## src/design/SchedulerTypes.sv

```systemverilog
// ################################################
// Scheduler package: tag and pipe kind types,
// pipe kind encodings and default queue sizes
// ################################################

package SchedulerTypes;

    localparam int TAG_WIDTH = 6;

    // Physical register tag
    typedef logic [TAG_WIDTH-1:0] TagPath;

    // Pipe selection of a queue entry
    typedef logic [0:0] PipeKindPath;

    localparam PipeKindPath PIPE_INT = 1'b0;
    localparam PipeKindPath PIPE_MEM = 1'b1;

    // Default sizes used by the top level
    localparam int DEFAULT_ENTRY_NUM = 8;
    localparam int DEFAULT_INT_ISSUE_WIDTH = 2;
    localparam int DEFAULT_MEM_ISSUE_WIDTH = 1;

endpackage : SchedulerTypes

```

## src/design/WakeupSelectIF.sv

```systemverilog
// ################################################
// Interface between the issue queue and the
// select logic, with one modport per side
// ################################################

interface WakeupSelectIF #(
    parameter int ENTRY_NUM = SchedulerTypes::DEFAULT_ENTRY_NUM,
    parameter int ISSUE_WIDTH = SchedulerTypes::DEFAULT_INT_ISSUE_WIDTH
        + SchedulerTypes::DEFAULT_MEM_ISSUE_WIDTH
)(
    input logic clk,
    input logic rstN
);

    localparam int INDEX_WIDTH = $clog2(ENTRY_NUM);

    // Queue -> select
    logic [ENTRY_NUM-1:0] opReady;
    logic [ENTRY_NUM-1:0] intIssueReq;
    logic [ENTRY_NUM-1:0] memIssueReq;

    // Select -> queue, integer slots first
    logic [ISSUE_WIDTH-1:0] selected;
    logic [ISSUE_WIDTH-1:0][INDEX_WIDTH-1:0] selectedPtr;
    logic [ENTRY_NUM-1:0] selectedVector;

    modport IssueQueue (
        output opReady,
        output intIssueReq,
        output memIssueReq,
        input selected,
        input selectedPtr,
        input selectedVector
    );

    modport SelectLogic (
        input clk,
        input rstN,
        input opReady,
        input intIssueReq,
        input memIssueReq,
        output selected,
        output selectedPtr,
        output selectedVector
    );

endinterface : WakeupSelectIF

```

## src/design/IssueQueue.sv

```systemverilog
// ################################################
// Issue queue: entry storage, allocation,
// wakeup tag match and freeing of issued entries
// ################################################

module IssueQueue #(
    parameter int ENTRY_NUM = SchedulerTypes::DEFAULT_ENTRY_NUM,
    parameter int ISSUE_WIDTH = SchedulerTypes::DEFAULT_INT_ISSUE_WIDTH
        + SchedulerTypes::DEFAULT_MEM_ISSUE_WIDTH
)(
    input logic clk,
    input logic rstN,
    input logic dispatchValid,
    input SchedulerTypes::PipeKindPath dispatchPipe,
    input SchedulerTypes::TagPath dispatchSrcTag,
    input logic dispatchSrcReady,
    input SchedulerTypes::TagPath dispatchDestTag,
    input logic wakeupValid,
    input SchedulerTypes::TagPath wakeupTag,
    output logic full,
    output logic [ISSUE_WIDTH-1:0] issueValid,
    output SchedulerTypes::TagPath [ISSUE_WIDTH-1:0] issueDestTag,
    WakeupSelectIF.IssueQueue port
);

    import SchedulerTypes::*;

    logic [ENTRY_NUM-1:0] validQ;
    logic [ENTRY_NUM-1:0] readyQ;
    PipeKindPath pipeQ [ENTRY_NUM];
    TagPath srcTagQ [ENTRY_NUM];
    TagPath destTagQ [ENTRY_NUM];

    logic [ENTRY_NUM-1:0] freeVector;
    logic [ENTRY_NUM-1:0] allocVector;
    logic [ENTRY_NUM-1:0] wakeupHit;
    logic allocate;
    logic dispatchWakeup;

    // Lowest free entry as a one-hot mask
    assign freeVector = ~validQ;
    assign allocVector = freeVector & (~freeVector + 1'b1);
    assign full = &validQ;
    assign allocate = dispatchValid && !full;

    // A wakeup in the dispatch cycle also counts
    assign dispatchWakeup = wakeupValid && (wakeupTag == dispatchSrcTag);

    always_comb begin
        for (int i = 0; i < ENTRY_NUM; i++) begin
            wakeupHit[i] = validQ[i] && wakeupValid && (srcTagQ[i] == wakeupTag);
            port.intIssueReq[i] = validQ[i] && (pipeQ[i] == PIPE_INT);
            port.memIssueReq[i] = validQ[i] && (pipeQ[i] == PIPE_MEM);
        end
    end

    assign port.opReady = readyQ;

    // Allocation never hits a granted entry since granted entries are still valid
    always_ff @(posedge clk) begin
        for (int i = 0; i < ENTRY_NUM; i++) begin
            if (!rstN) begin
                validQ[i] <= 1'b0;
            end else if (allocate && allocVector[i]) begin
                validQ[i] <= 1'b1;
            end else if (port.selectedVector[i]) begin
                validQ[i] <= 1'b0;
            end
        end
    end

    // Ready bit lives and dies with its entry
    always_ff @(posedge clk) begin
        for (int i = 0; i < ENTRY_NUM; i++) begin
            if (!rstN) begin
                readyQ[i] <= 1'b0;
            end else if (allocate && allocVector[i]) begin
                readyQ[i] <= dispatchSrcReady || dispatchWakeup;
                pipeQ[i] <= dispatchPipe;
                srcTagQ[i] <= dispatchSrcTag;
                destTagQ[i] <= dispatchDestTag;
            end else if (port.selectedVector[i]) begin
                readyQ[i] <= 1'b0;
            end else if (wakeupHit[i]) begin
                readyQ[i] <= 1'b1;
            end
        end
    end

    // Issue slots straight from the select result
    always_comb begin
        for (int s = 0; s < ISSUE_WIDTH; s++) begin
            issueValid[s] = port.selected[s];
            issueDestTag[s] = destTagQ[port.selectedPtr[s]];
        end
    end

    assert property (@(posedge clk) disable iff (!rstN)
        (port.selectedVector & ~validQ) == '0)
    else $error("IssueQueue: freeing invalid entries %b", port.selectedVector & ~validQ);

    assert property (@(posedge clk) disable iff (!rstN)
        (port.opReady & ~validQ) == '0)
    else $error("IssueQueue: ready without valid %b", port.opReady & ~validQ);

endmodule : IssueQueue

```

## src/design/IssueScheduler.sv

```systemverilog
// ################################################
// Scheduler top level with plain ports, issue
// queue and select logic joined by the interface
// ################################################

module IssueScheduler #(
    parameter int ENTRY_NUM = SchedulerTypes::DEFAULT_ENTRY_NUM,
    parameter int INT_ISSUE_WIDTH = SchedulerTypes::DEFAULT_INT_ISSUE_WIDTH,
    parameter int MEM_ISSUE_WIDTH = SchedulerTypes::DEFAULT_MEM_ISSUE_WIDTH,
    localparam int ISSUE_WIDTH = INT_ISSUE_WIDTH + MEM_ISSUE_WIDTH
)(
    input logic clk,
    input logic rstN,
    input logic dispatchValid,
    input SchedulerTypes::PipeKindPath dispatchPipe,
    input SchedulerTypes::TagPath dispatchSrcTag,
    input logic dispatchSrcReady,
    input SchedulerTypes::TagPath dispatchDestTag,
    input logic wakeupValid,
    input SchedulerTypes::TagPath wakeupTag,
    output logic full,
    output logic [ISSUE_WIDTH-1:0] issueValid,
    output SchedulerTypes::TagPath [ISSUE_WIDTH-1:0] issueDestTag
);

    import SchedulerTypes::*;

    WakeupSelectIF #(
        .ENTRY_NUM(ENTRY_NUM),
        .ISSUE_WIDTH(ISSUE_WIDTH)
    ) wakeupSelect (
        .clk(clk),
        .rstN(rstN)
    );

    IssueQueue #(
        .ENTRY_NUM(ENTRY_NUM),
        .ISSUE_WIDTH(ISSUE_WIDTH)
    ) issueQueue (
        .clk(clk),
        .rstN(rstN),
        .dispatchValid(dispatchValid),
        .dispatchPipe(dispatchPipe),
        .dispatchSrcTag(dispatchSrcTag),
        .dispatchSrcReady(dispatchSrcReady),
        .dispatchDestTag(dispatchDestTag),
        .wakeupValid(wakeupValid),
        .wakeupTag(wakeupTag),
        .full(full),
        .issueValid(issueValid),
        .issueDestTag(issueDestTag),
        .port(wakeupSelect)
    );

    SelectLogic #(
        .ENTRY_NUM(ENTRY_NUM),
        .INT_ISSUE_WIDTH(INT_ISSUE_WIDTH),
        .MEM_ISSUE_WIDTH(MEM_ISSUE_WIDTH)
    ) selectLogic (
        .port(wakeupSelect)
    );

endmodule : IssueScheduler

```

## src/design/Picker.sv

```systemverilog
// ################################################
// Lowest-index picker, grants up to GRANT_NUM
// requests out of ENTRY_NUM
// ################################################

module Picker #(
    parameter int ENTRY_NUM = SchedulerTypes::DEFAULT_ENTRY_NUM,
    parameter int GRANT_NUM = SchedulerTypes::DEFAULT_INT_ISSUE_WIDTH,
    localparam int INDEX_WIDTH = $clog2(ENTRY_NUM)
)(
    input logic [ENTRY_NUM-1:0] req,
    output logic [ENTRY_NUM-1:0] grant,
    output logic [GRANT_NUM-1:0][INDEX_WIDTH-1:0] grantPtr,
    output logic [GRANT_NUM-1:0] granted
);

    import SchedulerTypes::*;

    // Scan upward, the n-th set request goes to grant slot n
    always_comb begin
        int count;

        count = 0;
        grant = '0;
        granted = '0;
        grantPtr = '0;

        for (int i = 0; i < ENTRY_NUM; i++) begin
            if (req[i] && count < GRANT_NUM) begin
                grant[i] = 1'b1;
                granted[count] = 1'b1;
                grantPtr[count] = INDEX_WIDTH'(i);
                count++;
            end
        end
    end

    // Output consistency against the request vector
    always_comb begin
        for (int s = 0; s < GRANT_NUM; s++) begin
            if (granted[s]) begin
                assert (req[grantPtr[s]])
                else $error("Picker: slot %0d points to idle entry %0d", s, grantPtr[s]);
            end
        end

        assert ($countones(grant) <= GRANT_NUM)
        else $error("Picker: %0d grants exceed width %0d", $countones(grant), GRANT_NUM);
    end

endmodule : Picker

```

## src/design/SelectLogic.sv

```systemverilog
// ################################################
// Select logic: masks requests with readiness,
// one picker per pipe, packs grants into slots
// ################################################

module SelectLogic #(
    parameter int ENTRY_NUM = SchedulerTypes::DEFAULT_ENTRY_NUM,
    parameter int INT_ISSUE_WIDTH = SchedulerTypes::DEFAULT_INT_ISSUE_WIDTH,
    parameter int MEM_ISSUE_WIDTH = SchedulerTypes::DEFAULT_MEM_ISSUE_WIDTH
)(
    WakeupSelectIF.SelectLogic port
);

    import SchedulerTypes::*;

    localparam int INDEX_WIDTH = $clog2(ENTRY_NUM);

    logic [ENTRY_NUM-1:0] intRequest;
    logic [ENTRY_NUM-1:0] memRequest;
    logic [ENTRY_NUM-1:0] intGrant;
    logic [ENTRY_NUM-1:0] memGrant;

    logic [INT_ISSUE_WIDTH-1:0] intSelected;
    logic [INT_ISSUE_WIDTH-1:0][INDEX_WIDTH-1:0] intSelectedPtr;
    logic [MEM_ISSUE_WIDTH-1:0] memSelected;
    logic [MEM_ISSUE_WIDTH-1:0][INDEX_WIDTH-1:0] memSelectedPtr;

    // Only entries with all operands ready may compete
    assign intRequest = port.opReady & port.intIssueReq;
    assign memRequest = port.opReady & port.memIssueReq;

    Picker #(
        .ENTRY_NUM(ENTRY_NUM),
        .GRANT_NUM(INT_ISSUE_WIDTH)
    ) intPicker (
        .req(intRequest),
        .grant(intGrant),
        .grantPtr(intSelectedPtr),
        .granted(intSelected)
    );

    Picker #(
        .ENTRY_NUM(ENTRY_NUM),
        .GRANT_NUM(MEM_ISSUE_WIDTH)
    ) memPicker (
        .req(memRequest),
        .grant(memGrant),
        .grantPtr(memSelectedPtr),
        .granted(memSelected)
    );

    // Integer slots low, memory slots above them
    always_comb begin
        for (int i = 0; i < INT_ISSUE_WIDTH; i++) begin
            port.selected[i] = intSelected[i];
            port.selectedPtr[i] = intSelectedPtr[i];
        end

        for (int i = 0; i < MEM_ISSUE_WIDTH; i++) begin
            port.selected[i+INT_ISSUE_WIDTH] = memSelected[i];
            port.selectedPtr[i+INT_ISSUE_WIDTH] = memSelectedPtr[i];
        end

        port.selectedVector = intGrant | memGrant;
    end

    // Pipe kinds in the queue keep the two pickers apart
    assert property (@(posedge port.clk) disable iff (!port.rstN)
        (intGrant & memGrant) == '0)
    else $error("SelectLogic: entry granted to both pipes, mask %b", intGrant & memGrant);

endmodule : SelectLogic

```

## config.mk

```make
export PLATFORM = sky130hd
export DESIGN_NAME = IssueScheduler
export DESIGN_NICKNAME = d
export VERILOG_FILES = /design/src/design/SchedulerTypes.sv /design/src/design/WakeupSelectIF.sv /design/src/design/IssueQueue.sv /design/src/design/IssueScheduler.sv /design/src/design/Picker.sv /design/src/design/SelectLogic.sv
export SDC_FILE = /design/constraint.sdc
export NUM_CORES = 1
export LEC_CHECK = 0
export BUFFER_PORTS_ARGS = -buffer_cell sky130_fd_sc_hd__buf_2
export CAP_MARGIN = 25
export CORE_UTILIZATION = 55
export DETAILED_ROUTE_END_ITERATION = 10
export PLACE_DENSITY_LB_ADDON = 0.05
export SYNTH_ARGS = -nofsm -noshare
export SYNTH_HDL_FRONTEND = slang
export SYNTH_SLANG_ARGS = --single-unit
```

## constraint.sdc

```tcl
create_clock -name clk -period 6.6 [get_ports clk]
set_clock_uncertainty 0.15 [all_clocks]
set_input_delay 1.32 -clock clk [delete_from_list [all_inputs] [get_ports clk]]
set_output_delay 1.32 -clock clk [all_outputs]
set_load 0.01 [all_outputs]
```

==> results of run 1 <==
-- synthesized netlist by cell type (3+ instances only) --
cell and number:
edfxtp_1 104, mux2i_1 76, nor2_1 36, xnor2_1 31
xor2_1 25, nand2_1 22, nand3_1 22, nor3_1 20
a21oi_1 17, inv_1 17, dfxtp_1 16, mux2_2 15
buf_2 12, clkbuf_1 11, nand4_1 11, o21ai_0 11
ha_1 10, nand2b_1 8, nand3b_1 8, a41oi_1 7
a221oi_1 6, a22o_1 5, and3_1 5, o211ai_1 5
o221ai_1 5, and2_1 4, and4_1 3, buf_6 3
nor2b_1 3, nor3b_1 3, o21ai_1 3, or2_2 3
-- worst min-delay path: cells and delay by family (launching register included) --
kind,cells,cell delay (ps)
flops,1,370
compound gates,1,80
buf+inv,1,90
-- cells by family (layout without fill, tap and decap cells) --
group                      count (synthesis)  after routing
and+or+nand+nor                          167            168
DFF                                      120            120
AOI/OAI and AO/OA                         98             99
muxes                                     92             92
xor gates and xnor gates                  57             57
buffers and inverters                     45            161
adders and majority gates                 11             11
other                                      1              1
-- repair_timing --
item                                    in CTS  in global routing
endpoints found under the setup margin      14                 14
hold buffers                                 0                  0
gates resized for setup                     36                 17
pin swaps                                   31                  8
cloned                                       2                  0
setup buffers                               24                  7
-- path summary, 6_finish.rpt --
check	startpoint	end	slack [ps]	depth (start not counted)
max reg2reg	issueQueue.port.opReady[0]$_SDFFE_PN0P_	issueQueue.port.opReady[7]$_SDFFE_PN0P_	1950	23
max	issueQueue.port.opReady[0]$_SDFFE_PN0P_	issueDestTag[0]	-210	24
min reg2reg	issueQueue.validQ[7]$_SDFFE_PN0P_	issueQueue.validQ[7]$_SDFFE_PN0P_	440	2
min	issueQueue.validQ[7]$_SDFFE_PN0P_	issueQueue.validQ[7]$_SDFFE_PN0P_	440	2
-- through the flow --
step	area [um^2]	hold slack (ps)	TNS [ps]
global route	8856	476.7	-4105
global placement	7725	394.0	0
CTS	8726	432.1	-724.7
floorplan	7144	345.1	-897.5
finish	8856	439.0	-2016
detailed placement	7725	402.9	-16.19
-- where the power goes --
| group | total (mW) | internal [mW] | leakage [nW] | switching, mW |
|---|---|---|---|---|
| Sequential | 0.837 | 0.833 | 1.07 | 0.00457 |
| Clock | 0.934 | 0.593 | 0.283 | 0.340 |
| Combinational | 0.0998 | 0.0406 | 2.14 | 0.0592 |
-- metal layers --
| layer | track usage, % | part of all wire, % | up-vias |
|---|---|---|---|
| met5 | 0 | 0 | - |
| met4 | 12.47 | 2.8 | 0 |
| met3 | 5.693 | 5.9 | 33 |
| met2 | 49.36 | 48 | 202 |
| met1 | 41.73 | 44 | 2672 |
| li1 | - | - | 2491 |
-- final cells by class --
type,count,area share (%)
repair buffers,112,9.056
well taps,168,2.374
clock buffers,17,4.804
inverters,17,0.7488
clock inverters,15,2.006
multi-input cells,428,42.10
flip-flops and latches,120,38.91
-- layout by cell type (no fill, tap or decap), types with 9 or more instances in the layout --
master / count
edfxtp_1: 104
mux2i_1: 75
buf_4: 57
buf_2: 44
xnor2_1: 31
nor2_1: 29
xor2_1: 25
nand3_1: 22
nand2_1: 18
a21oi_1: 17
clkbuf_16: 17
inv_1: 15
nor3_1: 15
dfxtp_1: 14
mux2_2: 12
nand4_1: 11
o21ai_0: 9
-- registers in the layout, summed over array words and instances (netlist names) --
name                     count
issueQueue.port.opReady      8
issueQueue.srcTagQ          48
issueQueue.destTagQ         48
issueQueue.pipeQ             8
issueQueue.validQ            8
==> impl_metrics.env, run 1 <==
export IMPL_status="finished, violations left"
export IMPL_violations="negative setup slack"
export IMPL_synth_xor_area_share_pct=7.227
export IMPL_vias=5398
export IMPL_netlist_area_leader_share_pct=44.54
export IMPL_yosys_area_share_simple_pct=13.28
export IMPL_synth_area_um2=7012
export IMPL_finalSetupViolCount=13
export IMPL_critPathBufInv=4
export IMPL_fin_crit_sh_pct=103.2
export IMPL_layout_drive_gt1_share_pct=33.00
export IMPL_hold_path_class="register to register"
export IMPL_drv_slew=0
export IMPL_ys_ff_latch=120
export IMPL_critPathMaxStageDelay_ps=590
export IMPL_worstSetupPathType="register to output pin"
export IMPL_yosysTopAreaCell="edfxtp_1"
export IMPL_crit_path_max_fanout=6
export IMPL_grt_pass1_vias=5340
export IMPL_insertion_delay_ps=410
export IMPL_synth_cells=591
export IMPL_io_buffers=45
export IMPL_drtPass1Iterations=5
export IMPL_async_reset_ff_share_pct=0
export IMPL_cts_root_buf="clkbuf_16"
export IMPL_cts_sinks=120
export IMPL_clk_path_buf_depth=2
export IMPL_wl_per_cell_um=21.82
export IMPL_overflow=0
export IMPL_htreeDepth=4
export IMPL_synth_warning_count=0
export IMPL_maxSlewHeadroom_pct=34.69
export IMPL_syn_num_nets=626
export IMPL_power_density_nw_per_um2=211.2
export IMPL_rsz0062_at_grt="true"
export IMPL_antenna_diode_count=0
export IMPL_seq_area_frac_synth_pct=49.11
export IMPL_utilization_pct=72.52
export IMPL_start_kind="register"
export IMPL_nFillCells=857
export IMPL_grt_use_total_pct=30.86
export IMPL_first_iter_violations=489
export IMPL_dp_worst_setup_slack_ps=-12.58
export IMPL_synthAdderAreaFrac_pct=2.070
export IMPL_synth_top_cells_by_area="edfxtp_1, mux2i_1, dfxtp_1"
export IMPL_cp_slowest_cell="fa_2"
export IMPL_viasPerCell=6.155
export IMPL_crit_chain="nand2_2, or2_4, inv_2, ha_4, or3_4, fa_2, inv_4, a211oi_4, nor2_4, ha_4, nand4bb_4, mux2_4, and3_4, nor2_4, ha_4, nor2_4, nor2_4, nor3_4, buf_6, o221ai_4, mux2i_1, a22o_1, a221oi_2, buf_2"
export IMPL_max_cap_violations=0
export IMPL_ant_nets=0
export IMPL_seqCellArea_um2=3446
export IMPL_wirelength_um=19140
export IMPL_row_count=40
export IMPL_synth_compound_area_share_pct=11.80
export IMPL_cp_end_kind="output pin"
export IMPL_cts_tree="done"
export IMPL_max_clock_freq_mhz=146.8
export IMPL_die_width_um=114.9
export IMPL_cp_common_cell="nor2_4"
export IMPL_synth_distinct_cells=83
export IMPL_cts_made_buffers=17
export IMPL_die_area_um2=13200
export IMPL_grt_pass1_wl_um=29650
export IMPL_boundaryPins=46
export IMPL_hold_viol=0
export IMPL_crit_family="simple AND/OR/NAND/NOR gates"
export IMPL_gp_congestion=0.9202
export IMPL_cp_required_ps=5130
export IMPL_synthFlopType="edfxtp_1"
export IMPL_syn_avg_cell_area_um2=11.86
export IMPL_period_minus_slack_ps=6813
export IMPL_die_y_um=114.9
export IMPL_cellLeakagePower_nw=3.496
export IMPL_clk_pin_slew_ps=60
export IMPL_nNetsFinal=731
export IMPL_multi_input_area_um2=3729
export IMPL_synth_top_family_by_area="multiplexers"
export IMPL_synth_edf_count=104
export IMPL_grt_max_degree=25
export IMPL_area_growth_syn_to_layout_pct=26.30
export IMPL_total_power_mw=1.871
export IMPL_vdd_drop_max_v=0.0002232
export IMPL_crit_arrival_ps=5340
export IMPL_fin_cells=877
export IMPL_antenna_found_initial=0
export IMPL_setup_ws_ps=-212.6
export IMPL_drc=0
export IMPL_synth_area_mux_share_pct=13.47
export IMPL_start_util_pct=57.42
export IMPL_worstMarginPinSlew_ps=978.5
export IMPL_core_area_um2=12210
export IMPL_dpl_hpwl_um=12630
export IMPL_dpl_cell_count=812
Power figures use the tool's default switching activity.
==> run 2: changes to the inputs <==
--- a/config.mk
+++ b/config.mk
@@ -7,7 +7,8 @@
 export LEC_CHECK = 0
 export BUFFER_PORTS_ARGS = -buffer_cell sky130_fd_sc_hd__buf_2
 export CAP_MARGIN = 25
-export CORE_UTILIZATION = 55
+export CORE_UTILIZATION = 60
+export CTS_BUF_LIST = sky130_fd_sc_hd__clkbuf_4 sky130_fd_sc_hd__clkbuf_8
 export DETAILED_ROUTE_END_ITERATION = 10
 export PLACE_DENSITY_LB_ADDON = 0.05
 export SYNTH_ARGS = -nofsm -noshare
==> constraint.sdc (replaced) <==
create_clock -name clk -period 8.6 [get_ports clk]
set_clock_uncertainty 0.15 [all_clocks]
set_input_delay 1.72 -clock clk [delete_from_list [all_inputs] [get_ports clk]]
set_output_delay 1.72 -clock clk [all_outputs]
set_load 0.01 [all_outputs]
==> run 2 against run 1 <==
Net effect: sequential power shrank 23%; critical path type unchanged; setup slack gained 580 ps; global-route usage shrank 0.72 points; the run now ends clean; sequential share of layout area grew 5.1 points; count of clock-buffer cells in the layout is the same; total power shrank 37%; clock power shrank 49%; die area shrank 8.2%; cell count shrank 8.9%; register-to-register slack gained 1400 ps.
==> impl_metrics.env, run 2 (synthesis gave the netlist of run 1 again) <==
export IMPL_hold_path_class="register to register"
export IMPL_multi_input_area_um2=3408
export IMPL_cp_slowest_cell="o221ai_4"
export IMPL_endpoint="issueDestTag[5]"
export IMPL_first_iter_violations=422
export IMPL_drv_slew=0
export IMPL_start_util_pct=61.41
export IMPL_ant_nets=0
export IMPL_top_regs="issueQueue.destTagQ (48), issueQueue.srcTagQ (48)"
export IMPL_row_count=39
export IMPL_cellLeakagePower_nw=3.061
export IMPL_io_buffers=45
export IMPL_overflow=0
export IMPL_wl_per_cell_um=21.72
export IMPL_crit_path_max_fanout=16
export IMPL_clk_pin_slew_ps=70
export IMPL_seqCellArea_um2=3443
export IMPL_crit_chain="nand2_1, or2_2, inv_1, ha_1, or3_1, fa_2, buf_4, a211oi_4, nor2_1, ha_1, nand2_1, o21ai_0, ha_1, or2_2, a22oi_1, o221a_4, nand2_2, o221ai_4, mux2i_1, a22o_1, a221oi_1, buf_2"
export IMPL_max_clock_freq_mhz=121.5
export IMPL_final_cell_mix="edfxtp_1, mux2i_1, buf_2, nor2_1, xnor2_1"
export IMPL_cts_hold_buffers=0
export IMPL_worstMarginPinSlew_ps=983.0
export IMPL_gp_congestion=0.8904
export IMPL_worstSetupPathType="register to output pin"
export IMPL_boundaryPins=46
export IMPL_area_growth_syn_to_layout_pct=11.71
export IMPL_fin_crit_sh_pct=95.70
export IMPL_cts_root_buf="clkbuf_8"
export IMPL_total_power_mw=1.188
export IMPL_rsz0062_at_grt="false"
export IMPL_layout_drive_gt1_share_pct=21.95
export IMPL_antenna_found_initial=0
export IMPL_hold_viol=0
export IMPL_cp_common_cell="ha_1"
export IMPL_finalSetupViolCount=0
export IMPL_core_area_um2=11420
export IMPL_cts_tree="done"
export IMPL_insertion_delay_ps=430
export IMPL_die_area_um2=12120
export IMPL_r2r_start="issueQueue.validQ[0]$_SDFFE_PN0P_"
export IMPL_dpl_hpwl_um=12440
export IMPL_startpoint="issueQueue.validQ[0]$_SDFFE_PN0P_"
export IMPL_wl_met1_um=7566
export IMPL_viasPerCell=6.419
export IMPL_max_cap_violations=0
export IMPL_postPlaceCellArea_um2=7377
export IMPL_cp_required_ps=6730
export IMPL_clk_path_buf_depth=2
export IMPL_crit_arrival_ps=6360
export IMPL_htreeDepth=4
export IMPL_drc=0
export IMPL_status="complete, no violations"
export IMPL_vdd_drop_max_v=0.0001305
export IMPL_cts_made_buffers=17
export IMPL_wl_met3_um=1142
export IMPL_grt_max_degree=25
export IMPL_nFillCells=860
export IMPL_die_width_um=110.1
export IMPL_tns_ps=0
export IMPL_nNetsFinal=678
export IMPL_critPathMaxStageDelay_ps=580
export IMPL_ff2ff_setup_slack_ps=3350
export IMPL_power_density_nw_per_um2=151.7
export IMPL_r2r_end="issueQueue.validQ[7]$_SDFFE_PN0P_"
export IMPL_antenna_diode_count=0
export IMPL_grt_pass1_wl_um=26120
export IMPL_routed_top_layer="met4"
export IMPL_maxSlewHeadroom_pct=34.40
export IMPL_wirelength_um=17360
export IMPL_drtPass1Iterations=5
export IMPL_postLayoutCellArea_um2=7833
export IMPL_start_kind="register"
export IMPL_grt_pass1_vias=4815
export IMPL_layout_commonest_cell="edfxtp_1"
export IMPL_period_minus_slack_ps=8231
export IMPL_cp_end_kind="output pin"
export IMPL_cts_sinks=120
export IMPL_r2r_cells=20
export IMPL_met2WireLength_um=8224
export IMPL_cp_num_cells=22
export IMPL_vias=5129
export IMPL_die_y_um=110.1
export IMPL_crit_family="compound AO/OA/AOI/OAI gates"
export IMPL_critPathBufInv=3
export IMPL_grt_use_total_pct=30.14
run 2: metrics by stage:
| step | hold WS [ps] | util (%) | std cells | worst slack [ps] |
|---|---|---|---|---|
| global placement | 394.0 | 64.51 | 760 | 710.0 |
| global route | 458.8 | 68.60 | 799 | 8.225 |
| detailed placement | 411.1 | 64.61 | 761 | 474.7 |
| CTS | 432.2 | 67.90 | 793 | 0.4734 |
| finish | 441.7 | 68.60 | 799 | 369.4 |
| floorplan | 345.1 | - | 591 | 1071 |
run 2: worst min-delay path by stage:
stage | from | to | slack, ps | depth (start not counted)
after floorplan | issueQueue.port.opReady[7]$_SDFFE_PN0P_ | issueQueue.port.opReady[7]$_SDFFE_PN0P_ | 350 | 2
after global placement | issueQueue.port.opReady[7]$_SDFFE_PN0P_ | issueQueue.port.opReady[7]$_SDFFE_PN0P_ | 390 | 2
after detailed placement | issueQueue.port.opReady[7]$_SDFFE_PN0P_ | issueQueue.port.opReady[7]$_SDFFE_PN0P_ | 410 | 2
after CTS | issueQueue.port.opReady[7]$_SDFFE_PN0P_ | issueQueue.port.opReady[7]$_SDFFE_PN0P_ | 430 | 2
after global routing | issueQueue.validQ[7]$_SDFFE_PN0P_ | issueQueue.validQ[7]$_SDFFE_PN0P_ | 460 | 2
final | issueQueue.validQ[7]$_SDFFE_PN0P_ | issueQueue.validQ[7]$_SDFFE_PN0P_ | 440 | 2
run 2: power breakdown:
part	total (mW)	switching, mW	internal [mW]
Sequential	0.643	0.00522	0.638
Combinational	0.0672	0.0410	0.0262
Clock	0.477	0.245	0.233
run 2: worst reg2reg max path: cells and delay by family, from the launching register on:
| family | cells | cell delay, ps |
|---|---|---|
| buf+inv | 3 | 310 |
| simple gates | 7 | 1590 |
| compound gates | 6 | 1260 |
| fa+ha+maj | 4 | 1430 |
| flops | 1 | 380 |
run 2: cell type report:
type                    count  area share [%]
clock inverters            15           1.821
multi-input cells         426           43.51
clock buffers              17           2.987
flip-flops and latches    120           43.96
repair buffers             61           4.617
inverters                  17          0.8147
well taps                 143           2.284
run 2: layer usage:
| metal | vias to the layer above | track usage [%] |
|---|---|---|
| met4 | 0 | 10.24 |
| met3 | 28 | 5.350 |
| met1 | 2544 | 42.08 |
| met5 | - | 0 |
| li1 | 2360 | - |
| met2 | 197 | 47.72 |
run 2: what timing repair did:
action | in CTS | in global routing
buffers inserted | 0 | 6
setup endpoints to repair | 0 | 14
resized for setup | 0 | 5
hold endpoints to repair | 0 | 0
